`src/rtl/aes_wrap_settings.svh`:
```
/*
 * AES wrapper settings
 * Widths, register word map and bit positions shared by the wrapper
 */
`ifndef AES_WRAP_SETTINGS_SVH
`define AES_WRAP_SETTINGS_SVH

// Widths
`define AES_WRAP_WORD_W      32
`define AES_WRAP_BLOCK_W     128
`define AES_WRAP_KV_W        512
`define AES_WRAP_NUM_CHUNKS  4
`define AES_WRAP_ADDR_W      4
`define AES_WRAP_ENTROPY_W   32
`define AES_WRAP_KSIZE_W     7

// Register word addresses
`define AES_WRAP_ADDR_CTRL       0
`define AES_WRAP_ADDR_TRIGGER    1
`define AES_WRAP_ADDR_STATUS     2
`define AES_WRAP_ADDR_DATA_IN0   4
`define AES_WRAP_ADDR_DATA_OUT0  8

// CTRL fields
`define AES_WRAP_CTRL_KV_EN       0
`define AES_WRAP_CTRL_BLOCK       1
`define AES_WRAP_CTRL_KSIZE_LSB   8

// STATUS fields
`define AES_WRAP_STATUS_OUTPUT_VALID  0
`define AES_WRAP_STATUS_OUTPUT_LOST   1
`define AES_WRAP_STATUS_KV_VALID      2

`endif

```
`src/rtl/aes_wrap_pkg.sv`:
```
/*
 * AES wrapper package
 * Vector types for bus words, cipher blocks and the key-vault buffer
 */
`default_nettype none

`include "aes_wrap_settings.svh"

package aes_wrap_pkg;

  // Bus side
  typedef logic [`AES_WRAP_ADDR_W-1:0] wb_addr_t;
  typedef logic [`AES_WRAP_WORD_W-1:0] wb_data_t;
  typedef logic [$clog2(`AES_WRAP_BLOCK_W / `AES_WRAP_WORD_W)-1:0] word_idx_t;

  // Cipher output and key vault
  typedef logic [`AES_WRAP_BLOCK_W-1:0]            data_block_t;
  typedef logic [`AES_WRAP_KV_W-1:0]               kv_data_t;
  typedef logic [$clog2(`AES_WRAP_NUM_CHUNKS)-1:0] chunk_idx_t;
  typedef logic [`AES_WRAP_KSIZE_W-1:0]            key_size_t;

  // Entropy
  typedef logic [`AES_WRAP_ENTROPY_W-1:0] entropy_t;

endpackage

`default_nettype wire

```
`src/rtl/aes_wrap_edn_arb.sv`:
```
/*
 * Entropy request arbiter
 * Fixed priority between clearing and masking requesters, with the
 * outgoing request held until acknowledged
 */
`timescale 1ns/1ps
`default_nettype none

module aes_wrap_edn_arb (
  input  logic                   clk_i,
  input  logic                   rst_ni,
  input  logic                   clearing_req_i,
  input  logic                   masking_req_i,
  output logic                   clearing_ack_o,
  output logic                   masking_ack_o,
  output logic                   edn_req_o,
  input  logic                   edn_ack_i,
  input  aes_wrap_pkg::entropy_t edn_data_i,
  output aes_wrap_pkg::entropy_t entropy_o
);

  logic req_hold_q;

  // Clearing wins when both request
  assign clearing_ack_o = clearing_req_i & edn_ack_i;
  assign masking_ack_o  = ~clearing_req_i & masking_req_i & edn_ack_i;

  // A request that drops early stays up towards the source until acked
  assign edn_req_o = clearing_req_i | masking_req_i | req_hold_q;

  always_ff @(posedge clk_i or negedge rst_ni) begin
    if (!rst_ni) begin
      req_hold_q <= 1'b0;
    end else begin
      req_hold_q <= edn_req_o & ~edn_ack_i;
    end
  end

  // Both requesters share the entropy bus
  assign entropy_o = edn_data_i;

endmodule

`default_nettype wire

```
`src/rtl/aes_wrap_kv_capture.sv`:
```
/*
 * Key-vault intercept
 * Routes cipher output blocks into the key-vault buffer when armed,
 * conceals software reads and handles buffer clearing
 */
`timescale 1ns/1ps
`default_nettype none

`include "aes_wrap_settings.svh"

module aes_wrap_kv_capture (
  input  logic                      clk_i,
  input  logic                      rst_ni,
  // Control from the register block
  input  logic                      kv_en_i,
  input  logic                      block_output_i,
  input  aes_wrap_pkg::key_size_t   key_size_i,
  input  logic                      din_we_i,
  input  aes_wrap_pkg::word_idx_t   din_idx_i,
  input  logic                      sw_dout_last_rd_i,
  input  logic                      data_out_clear_i,
  // Core side
  input  logic                      core_out_valid_i,
  input  aes_wrap_pkg::data_block_t core_block_i,
  input  logic                      core_idle_i,
  output logic                      core_dout_ack_o,
  // Key vault side
  input  logic                      clear_secrets_i,
  input  logic                      kv_write_done_i,
  output aes_wrap_pkg::kv_data_t    kv_data_o,
  output logic                      kv_valid_o,
  // Status back to the register block
  output logic                      output_valid_o,
  output logic                      dout_visible_o
);

  localparam int unsigned BlockBytes = `AES_WRAP_BLOCK_W / 8;

  logic                      intercept_q;
  logic                      intercept_end;
  logic                      arm;
  logic                      step;
  logic                      clear_all;
  logic                      idle_q;
  aes_wrap_pkg::chunk_idx_t  chunk_cnt_q;
  aes_wrap_pkg::chunk_idx_t  last_chunk;
  aes_wrap_pkg::key_size_t   key_blocks;
  aes_wrap_pkg::data_block_t block_q;

  //////////////////////////////////////////////////////////////////////
  // Arming
  //////////////////////////////////////////////////////////////////////

  // Firmware arms before the operation by writing data-in word 0
  assign arm = din_we_i && (din_idx_i == '0) && (chunk_cnt_q == '0);

  assign key_blocks = key_size_i / aes_wrap_pkg::key_size_t'(BlockBytes);
  assign last_chunk = aes_wrap_pkg::chunk_idx_t'(key_blocks - aes_wrap_pkg::key_size_t'(1));

  // Operation ends when the core goes idle with the final chunk captured
  assign intercept_end = intercept_q && core_idle_i && !idle_q && (chunk_cnt_q == last_chunk);

  always_ff @(posedge clk_i or negedge rst_ni) begin
    if (!rst_ni) begin
      intercept_q    <= 1'b0;
      dout_visible_o <= 1'b0;
    end else if (arm) begin
      intercept_q    <= kv_en_i;
      dout_visible_o <= ~kv_en_i & ~block_output_i;
    end else if (intercept_end) begin
      intercept_q    <= 1'b0;
      dout_visible_o <= 1'b0;
    end
  end

  always_ff @(posedge clk_i or negedge rst_ni) begin
    if (!rst_ni) begin
      idle_q <= 1'b0;
    end else begin
      idle_q <= core_idle_i;
    end
  end

  //////////////////////////////////////////////////////////////////////
  // Output-valid latch and block consumption
  //////////////////////////////////////////////////////////////////////

  // Held until the block is consumed
  always_ff @(posedge clk_i or negedge rst_ni) begin
    if (!rst_ni) begin
      output_valid_o <= 1'b0;
    end else if (core_out_valid_i) begin
      output_valid_o <= 1'b1;
    end else if (core_dout_ack_o) begin
      output_valid_o <= 1'b0;
    end
  end

  always_ff @(posedge clk_i) begin
    if (core_out_valid_i) begin
      block_q <= core_block_i;
    end
  end

  // Hardware consumes the block itself when routing to the vault
  assign step            = intercept_q & output_valid_o;
  assign core_dout_ack_o = intercept_q ? output_valid_o : (sw_dout_last_rd_i & output_valid_o);

  //////////////////////////////////////////////////////////////////////
  // Chunk counter and capture buffer
  //////////////////////////////////////////////////////////////////////

  // Pegs at the last chunk for outputs longer than the key
  always_ff @(posedge clk_i or negedge rst_ni) begin
    if (!rst_ni) begin
      chunk_cnt_q <= '0;
    end else if (!intercept_q) begin
      chunk_cnt_q <= '0;
    end else if (step && (chunk_cnt_q != last_chunk)) begin
      chunk_cnt_q <= chunk_cnt_q + 1'b1;
    end
  end

  assign clear_all = clear_secrets_i | data_out_clear_i | kv_write_done_i;

  always_ff @(posedge clk_i or negedge rst_ni) begin
    if (!rst_ni) begin
      kv_data_o <= '0;
    end else if (clear_all) begin
      kv_data_o <= '0;
    end else if (step) begin
      kv_data_o[chunk_cnt_q*`AES_WRAP_BLOCK_W +: `AES_WRAP_BLOCK_W] <= block_q;
    end
  end

  always_ff @(posedge clk_i or negedge rst_ni) begin
    if (!rst_ni) begin
      kv_valid_o <= 1'b0;
    end else if (clear_all) begin
      kv_valid_o <= 1'b0;
    end else if (intercept_end) begin
      kv_valid_o <= 1'b1;
    end
  end

endmodule

`default_nettype wire

```
`src/rtl/aes_wrap_top.sv`:
```
/*
 * AES host-side wrapper
 * Register block, key-vault intercept and entropy arbiter around
 * an external cipher core
 */
`timescale 1ns/1ps
`default_nettype none

module aes_wrap_top (
  input  logic                      clk_i,
  input  logic                      rst_ni,
  // Wishbone
  input  logic                      wb_cyc_i,
  input  logic                      wb_stb_i,
  input  logic                      wb_we_i,
  input  aes_wrap_pkg::wb_addr_t    wb_adr_i,
  input  aes_wrap_pkg::wb_data_t    wb_dat_i,
  output aes_wrap_pkg::wb_data_t    wb_dat_o,
  output logic                      wb_ack_o,
  // Cipher core
  output aes_wrap_pkg::wb_data_t    core_din_o,
  output aes_wrap_pkg::word_idx_t   core_din_idx_o,
  output logic                      core_din_we_o,
  input  aes_wrap_pkg::data_block_t core_block_i,
  input  logic                      core_out_valid_i,
  output logic                      core_dout_ack_o,
  input  logic                      core_idle_i,
  // Entropy
  input  logic                      clearing_req_i,
  input  logic                      masking_req_i,
  output logic                      clearing_ack_o,
  output logic                      masking_ack_o,
  output logic                      edn_req_o,
  input  logic                      edn_ack_i,
  input  aes_wrap_pkg::entropy_t    edn_data_i,
  output aes_wrap_pkg::entropy_t    entropy_o,
  // Key vault
  output aes_wrap_pkg::kv_data_t    kv_data_o,
  output logic                      kv_valid_o,
  input  logic                      clear_secrets_i,
  input  logic                      kv_write_done_i
);

  logic                    kv_en;
  logic                    block_output;
  aes_wrap_pkg::key_size_t key_size;
  logic                    data_out_clear;
  logic                    sw_dout_last_rd;
  logic                    dout_visible;
  logic                    output_valid;

  //////////////////////////////////////////////////////////////////////
  // Register block
  //////////////////////////////////////////////////////////////////////

  aes_wrap_wb_regs u_regs (
    .clk_i             (clk_i),
    .rst_ni            (rst_ni),
    .wb_cyc_i          (wb_cyc_i),
    .wb_stb_i          (wb_stb_i),
    .wb_we_i           (wb_we_i),
    .wb_adr_i          (wb_adr_i),
    .wb_dat_i          (wb_dat_i),
    .wb_dat_o          (wb_dat_o),
    .wb_ack_o          (wb_ack_o),
    .core_din_o        (core_din_o),
    .core_din_idx_o    (core_din_idx_o),
    .core_din_we_o     (core_din_we_o),
    .core_block_i      (core_block_i),
    .core_out_valid_i  (core_out_valid_i),
    .dout_visible_i    (dout_visible),
    .output_valid_i    (output_valid),
    .kv_valid_i        (kv_valid_o),
    .kv_en_o           (kv_en),
    .block_output_o    (block_output),
    .key_size_o        (key_size),
    .data_out_clear_o  (data_out_clear),
    .sw_dout_last_rd_o (sw_dout_last_rd)
  );

  //////////////////////////////////////////////////////////////////////
  // Key-vault intercept
  //////////////////////////////////////////////////////////////////////

  aes_wrap_kv_capture u_kv (
    .clk_i             (clk_i),
    .rst_ni            (rst_ni),
    .kv_en_i           (kv_en),
    .block_output_i    (block_output),
    .key_size_i        (key_size),
    .din_we_i          (core_din_we_o),
    .din_idx_i         (core_din_idx_o),
    .sw_dout_last_rd_i (sw_dout_last_rd),
    .data_out_clear_i  (data_out_clear),
    .core_out_valid_i  (core_out_valid_i),
    .core_block_i      (core_block_i),
    .core_idle_i       (core_idle_i),
    .core_dout_ack_o   (core_dout_ack_o),
    .clear_secrets_i   (clear_secrets_i),
    .kv_write_done_i   (kv_write_done_i),
    .kv_data_o         (kv_data_o),
    .kv_valid_o        (kv_valid_o),
    .output_valid_o    (output_valid),
    .dout_visible_o    (dout_visible)
  );

  //////////////////////////////////////////////////////////////////////
  // Entropy
  //////////////////////////////////////////////////////////////////////

  aes_wrap_edn_arb u_edn (
    .clk_i          (clk_i),
    .rst_ni         (rst_ni),
    .clearing_req_i (clearing_req_i),
    .masking_req_i  (masking_req_i),
    .clearing_ack_o (clearing_ack_o),
    .masking_ack_o  (masking_ack_o),
    .edn_req_o      (edn_req_o),
    .edn_ack_i      (edn_ack_i),
    .edn_data_i     (edn_data_i),
    .entropy_o      (entropy_o)
  );

endmodule

`default_nettype wire

```
`src/rtl/aes_wrap_wb_regs.sv`:
```
/*
 * AES wrapper register block
 * Wishbone classic slave with control, trigger, status, data-in
 * and concealed data-out registers
 */
`timescale 1ns/1ps
`default_nettype none

`include "aes_wrap_settings.svh"

module aes_wrap_wb_regs (
  input  logic                      clk_i,
  input  logic                      rst_ni,
  // Wishbone
  input  logic                      wb_cyc_i,
  input  logic                      wb_stb_i,
  input  logic                      wb_we_i,
  input  aes_wrap_pkg::wb_addr_t    wb_adr_i,
  input  aes_wrap_pkg::wb_data_t    wb_dat_i,
  output aes_wrap_pkg::wb_data_t    wb_dat_o,
  output logic                      wb_ack_o,
  // Core side
  output aes_wrap_pkg::wb_data_t    core_din_o,
  output aes_wrap_pkg::word_idx_t   core_din_idx_o,
  output logic                      core_din_we_o,
  input  aes_wrap_pkg::data_block_t core_block_i,
  input  logic                      core_out_valid_i,
  // Key-vault intercept
  input  logic                      dout_visible_i,
  input  logic                      output_valid_i,
  input  logic                      kv_valid_i,
  output logic                      kv_en_o,
  output logic                      block_output_o,
  output aes_wrap_pkg::key_size_t   key_size_o,
  output logic                      data_out_clear_o,
  output logic                      sw_dout_last_rd_o
);

  logic                    req;
  logic                    wr_req;
  logic                    rd_req;
  logic                    is_din;
  logic                    is_dout;
  logic                    clear_trig;
  logic                    output_lost_q;
  aes_wrap_pkg::word_idx_t din_idx;
  aes_wrap_pkg::word_idx_t dout_idx;
  aes_wrap_pkg::wb_data_t  rdata;

  //////////////////////////////////////////////////////////////////////
  // Bus decode
  //////////////////////////////////////////////////////////////////////

  // New cycle only while ack is low, so each access is taken once
  assign req    = wb_cyc_i & wb_stb_i & ~wb_ack_o;
  assign wr_req = req & wb_we_i;
  assign rd_req = req & ~wb_we_i;

  assign is_din  = (wb_adr_i >= aes_wrap_pkg::wb_addr_t'(`AES_WRAP_ADDR_DATA_IN0)) &&
                   (wb_adr_i <= aes_wrap_pkg::wb_addr_t'(`AES_WRAP_ADDR_DATA_IN0 + 3));
  assign is_dout = (wb_adr_i >= aes_wrap_pkg::wb_addr_t'(`AES_WRAP_ADDR_DATA_OUT0)) &&
                   (wb_adr_i <= aes_wrap_pkg::wb_addr_t'(`AES_WRAP_ADDR_DATA_OUT0 + 3));

  assign din_idx  = aes_wrap_pkg::word_idx_t'(
                      wb_adr_i - aes_wrap_pkg::wb_addr_t'(`AES_WRAP_ADDR_DATA_IN0));
  assign dout_idx = aes_wrap_pkg::word_idx_t'(
                      wb_adr_i - aes_wrap_pkg::wb_addr_t'(`AES_WRAP_ADDR_DATA_OUT0));

  assign clear_trig = wr_req && wb_dat_i[0] &&
                      (wb_adr_i == aes_wrap_pkg::wb_addr_t'(`AES_WRAP_ADDR_TRIGGER));

  // Ack and the side-band pulses all line up on the same edge
  always_ff @(posedge clk_i or negedge rst_ni) begin
    if (!rst_ni) begin
      wb_ack_o          <= 1'b0;
      core_din_we_o     <= 1'b0;
      data_out_clear_o  <= 1'b0;
      sw_dout_last_rd_o <= 1'b0;
    end else begin
      wb_ack_o          <= req;
      core_din_we_o     <= wr_req & is_din;
      data_out_clear_o  <= clear_trig;
      sw_dout_last_rd_o <= rd_req &&
                           (wb_adr_i == aes_wrap_pkg::wb_addr_t'(`AES_WRAP_ADDR_DATA_OUT0 + 3));
    end
  end

  always_ff @(posedge clk_i) begin
    if (rd_req) begin
      wb_dat_o <= rdata;
    end
    if (wr_req && is_din) begin
      core_din_o     <= wb_dat_i;
      core_din_idx_o <= din_idx;
    end
  end

  //////////////////////////////////////////////////////////////////////
  // Control and status
  //////////////////////////////////////////////////////////////////////

  always_ff @(posedge clk_i or negedge rst_ni) begin
    if (!rst_ni) begin
      kv_en_o        <= 1'b0;
      block_output_o <= 1'b0;
      key_size_o     <= '0;
    end else if (wr_req && (wb_adr_i == aes_wrap_pkg::wb_addr_t'(`AES_WRAP_ADDR_CTRL))) begin
      kv_en_o        <= wb_dat_i[`AES_WRAP_CTRL_KV_EN];
      block_output_o <= wb_dat_i[`AES_WRAP_CTRL_BLOCK];
      key_size_o     <= wb_dat_i[`AES_WRAP_CTRL_KSIZE_LSB +: `AES_WRAP_KSIZE_W];
    end
  end

  // Sticky until the clear trigger; a block arriving while blocked is lost
  always_ff @(posedge clk_i or negedge rst_ni) begin
    if (!rst_ni) begin
      output_lost_q <= 1'b0;
    end else if (clear_trig) begin
      output_lost_q <= 1'b0;
    end else if (core_out_valid_i && block_output_o) begin
      output_lost_q <= 1'b1;
    end
  end

  // Read mux, data-out words read as zero unless visible
  always_comb begin
    rdata = '0;
    if (wb_adr_i == aes_wrap_pkg::wb_addr_t'(`AES_WRAP_ADDR_CTRL)) begin
      rdata[`AES_WRAP_CTRL_KV_EN]                             = kv_en_o;
      rdata[`AES_WRAP_CTRL_BLOCK]                             = block_output_o;
      rdata[`AES_WRAP_CTRL_KSIZE_LSB +: `AES_WRAP_KSIZE_W]    = key_size_o;
    end else if (wb_adr_i == aes_wrap_pkg::wb_addr_t'(`AES_WRAP_ADDR_STATUS)) begin
      rdata[`AES_WRAP_STATUS_OUTPUT_VALID] = output_valid_i;
      rdata[`AES_WRAP_STATUS_OUTPUT_LOST]  = output_lost_q;
      rdata[`AES_WRAP_STATUS_KV_VALID]     = kv_valid_i;
    end else if (is_dout && dout_visible_i) begin
      rdata = core_block_i[dout_idx*`AES_WRAP_WORD_W +: `AES_WRAP_WORD_W];
    end
  end

endmodule

`default_nettype wire

```
`config.mk`:
```
export PLATFORM = sky130hd
export DESIGN_NAME = aes_wrap_top
export DESIGN_NICKNAME = d
export VERILOG_FILES = /design/src/rtl/aes_wrap_pkg.sv /design/src/rtl/aes_wrap_edn_arb.sv /design/src/rtl/aes_wrap_kv_capture.sv /design/src/rtl/aes_wrap_top.sv /design/src/rtl/aes_wrap_wb_regs.sv
export VERILOG_INCLUDE_DIRS = /design/src /design/src/rtl
export SDC_FILE = /design/constraint.sdc
export NUM_CORES = 1
export LEC_CHECK = 0
export ABC_AREA = 1
export BUFFER_PORTS_ARGS = -buffer_cell sky130_fd_sc_hd__buf_4
export CELL_PAD_IN_SITES_DETAIL_PLACEMENT = 0
export CELL_PAD_IN_SITES_GLOBAL_PLACEMENT = 2
export CORE_AREA = 2 2 320 322
export DETAILED_ROUTE_END_ITERATION = 7
export DIE_AREA = 0 0 322 324
export GPL_ROUTABILITY_DRIVEN = 0
export PLACE_DENSITY_LB_ADDON = 0.1
export SLEW_MARGIN = 20
export SYNTH_ARGS = -nofsm -noshare
export SYNTH_HDL_FRONTEND = slang
export SYNTH_SLANG_ARGS = --single-unit
```
`constraint.sdc`:
```
create_clock -name clk_i -period 5.4 [get_ports clk_i]
set_input_delay 0.54 -clock clk_i [delete_from_list [all_inputs] [get_ports clk_i]]
set_output_delay 0.54 -clock clk_i [all_outputs]
set_load 0.02 [all_outputs]
```
==> results.md <==
* Outcome: complete, no violations
* Hold Vio Cnt, Final at 0
* Worst vdd ir at ~0.19 mV
* Port Buffers at 760
* Hpwl dp at 95.9 mm
* H-tree depth at 3
* R2R Path Start: u_kv.chunk_cnt_q[0]$_DFFE_PN0P_
* R2r setup slk at between 1.5 and 2 ns
* CTS tree: built
* Worst Hold Endpoint: u_regs.core_din_o[30]$_DFFE_PP_
* Die Height at between 300 and 400 um
* Fin crit period at approximately 3.5 ns
* First-pass GRT wire length at approximately 190 mm
* Yosys warns at 0
* Synth unique cells at 30
* Largest net degree at the start of global routing at a little under 200
* Register area share after synthesis at between 60% and 70%
* Crit-path max FO at around 70
* Setup Skew at between 0.02 and 0.025 ns
* FF-to-FF End: u_kv.kv_data_o[334]$_DFFE_PN0P_
* Row cnt at ~120
* Non-filler instance count after layout at roughly 4600
* RSZ-0062 raised after global routing: no
* Hold crit path type: in2reg
* Register area at about 0.019 sq mm
* WL/cell at between 20 and 30 um
* # setup viols final at 0
* Vias per cell at 4.97
* Detailed Route Iter0 Violations at 1928
* Share of cells above drive strength 1 at around a third
* Final Max Slew Viols at 0
* TritonRoute pass-1 iters at 7
* Total Power at 13500 uW
* Yosys reg bits at roughly 730
* Setup crit start kind: flop
* Vias in the first global route at 23400
* Total GRT Usage at 25.3%
* Commonest cells after routing, fill and taps aside: 777 x buf_4, 534 x dfrtp_1, 446 x nand2_1
* Initial core utilization at 28.2%
* Synthesized instance count at 2572
* DRC at 0
* Post-CTS sizing at 0
* Core area at 0.101 sq mm
* Pleak at approximately 0.018 uW
* Area of the multi-input gates at 0.00751 sq mm
* Crit end category: flop
* CTS Root Cell: clkbuf_16
* Total grt overflow at 0
* CTS max path bufs at 3
* Vias at roughly 23000
* Final ANT Viol Nets at 0
* Hold_sp: wb_dat_i[30]
* Finished Cell Area at around 0.038 sq mm
* CTS clk-pin slew, worst paths at 0.06 ns
* Slack of the critical path at between 1.5 and 2 ns
* Syn Nets at around 2800
* Commonest non-fill, non-tap cell in the layout: buf_4
* Die width at roughly 320 um
* Worst hold path depth at 1
* Slew margin rel. at 26.2%
* Total routed wirelength at 135 mm
* Max Clock Freq at 289 MHz
* PD cells at 357 mW/mm^2
* Layout area overhead at 33.3%
* Tcrit/Tclk final at between 60% and 70%
* Cell Area, Placed at 0.0350 sq mm
* Kind of critical path: reg2reg
* Arr. time, crit path at 4.01 ns
* Worst Setup Slack post-DPL at between 2 and 2.5 ns
* Fin nets at approximately 3500
* Clock buffer count from CTS at 86
* Clock sink count at roughly 730
* Die ar. at 0.104 sq mm
* Post-Place Cells at approximately 4500
* Filler cell count at 10200
* Initial antenna violation count at 21
* Skew-Pair Late Insertion Delay at ~0.65 ns
* Setup TNS at 0 ns
* Mapped Avg Cell Area at ~11 sq um
* WP data required at around 6.0 ns
* Slew @ Worst Pin at approximately 1.1 ns
* Max Cap Viol at 0
* Cell Area, Synth at around 0.028 sq mm
* Worst r2r path cells at 7
* IO Count at 825
worst max-delay path by stage:
stage,start,to,slack [ns]
2_1_floorplan,wb_cyc_i,u_regs.core_din_idx_o[0]$_DFFE_PP_,1.51
3_3_place_gp,u_kv.chunk_cnt_q[0]$_DFFE_PN0P_,u_kv.kv_data_o[375]$_DFFE_PN0P_,2.05
3_5_place_dp,u_kv.chunk_cnt_q[0]$_DFFE_PN0P_,u_kv.kv_data_o[378]$_DFFE_PN0P_,2.04
4_1_cts,u_kv.chunk_cnt_q[0]$_DFFE_PN0P_,u_kv.kv_data_o[256]$_DFFE_PN0P_,2.02
5_1_grt,u_kv.chunk_cnt_q[0]$_DFFE_PN0P_,u_kv.kv_data_o[379]$_DFFE_PN0P_,1.79
6_report,u_kv.chunk_cnt_q[0]$_DFFE_PN0P_,u_kv.kv_data_o[334]$_DFFE_PN0P_,1.94
metrics by stage:
stage | utilization, % | hold slack [ns]
floorplan | - | 0.244
global placement | 34.6 | 0.459
detailed placement | 34.6 | 0.462
CTS | 37.5 | 0.00394
global route | 37.5 | 0.0277
finish | 37.6 | 0.0626
synth_stat cells (all sizes together):
cell type / instances / share of area, %
inv: 152 / 2.0
ha: 5 / 0.22
a31oi: 1 / 0.022
and2: 23 / 0.51
nor2: 24 / 0.39
nand3: 413 / 7.3
or2: 1 / 0.022
clkbuf: 40 / 0.57
edfxtp: 194 / 20
dfrtp: 534 / 47
a21oi: 6 / 0.11
o21bai: 1 / 0.026
o21ai: 513 / 11
nand4: 33 / 0.75
nor3: 2 / 0.035
nand2: 454 / 6.1
buf: 175 / 3.9
clkinv: 1 / 0.031
area by class of cell:
type / instances / share of cell area (%)
Timing Repair Buffer: 793 / 16.2
Sequential cell: 728 / 50.6
Multi-Input combinational cell: 1476 / 19.8
Antenna cell: 8 / 0.0528
Clock inverter: 27 / 0.792
Tap cell: 1309 / 4.32
Clock buffer: 134 / 6.71
Inverter: 153 / 1.55
critical path, stage by stage (launching register included):
cell     delay (ns)
dfrtp_1        0.50
inv_2          0.16
ha_1           0.48
nand2_1        0.09
nor3_1         0.30
nand3_4        0.82
buf_12         0.53
o21ai_1        0.25
layer usage:
metal	global-route usage, %	wire length (um)
met2	41.9	65000
met4	7.28	3460
met1	32.7	56100
met3	6.64	10400
met5	0	95
flip-flops by register name, indices dropped and copies added (netlist names):
name,flops
u_edn.req_hold_q,1
u_kv.block_q,128
u_kv.chunk_cnt_q,2
u_kv.dout_visible_o,1
u_kv.idle_q,1
u_kv.intercept_q,1
u_kv.kv_data_o,512
u_kv.kv_valid_o,1
u_kv.output_valid_o,1
u_regs.block_output_o,1
u_regs.core_din_idx_o,2
u_regs.core_din_o,32
u_regs.core_din_we_o,1
u_regs.data_out_clear_o,1
u_regs.key_size_o,7
u_regs.kv_en_o,1
u_regs.output_lost_q,1
u_regs.sw_dout_last_rd_o,1
u_regs.wb_ack_o,1
u_regs.wb_dat_o,32
cells by family (layout without fill, tap and decap cells):
group	count (synthesis)	after routing	share of synthesized area (%)
other	0	8	0
adders and majority gates	5	5	0.220
AOI/OAI and AO/OA	521	521	10.8
DFF	728	728	67.5
and+or+nand+nor	950	950	15.0
buffers and inverters	368	1107	6.54
power breakdown:
group / switching, uW / internal, uW
Sequential: 146 / 5870
Clock: 2420 / 3530
Combinational: 1190 / 375
Total: 3750 / 9770
what timing repair did:
item,CTS,global route
buffers inserted,0,0
endpoints found under the hold margin,80,0
hold buffers,2,0
No activity file was read; power rests on OpenSTA's default activity.
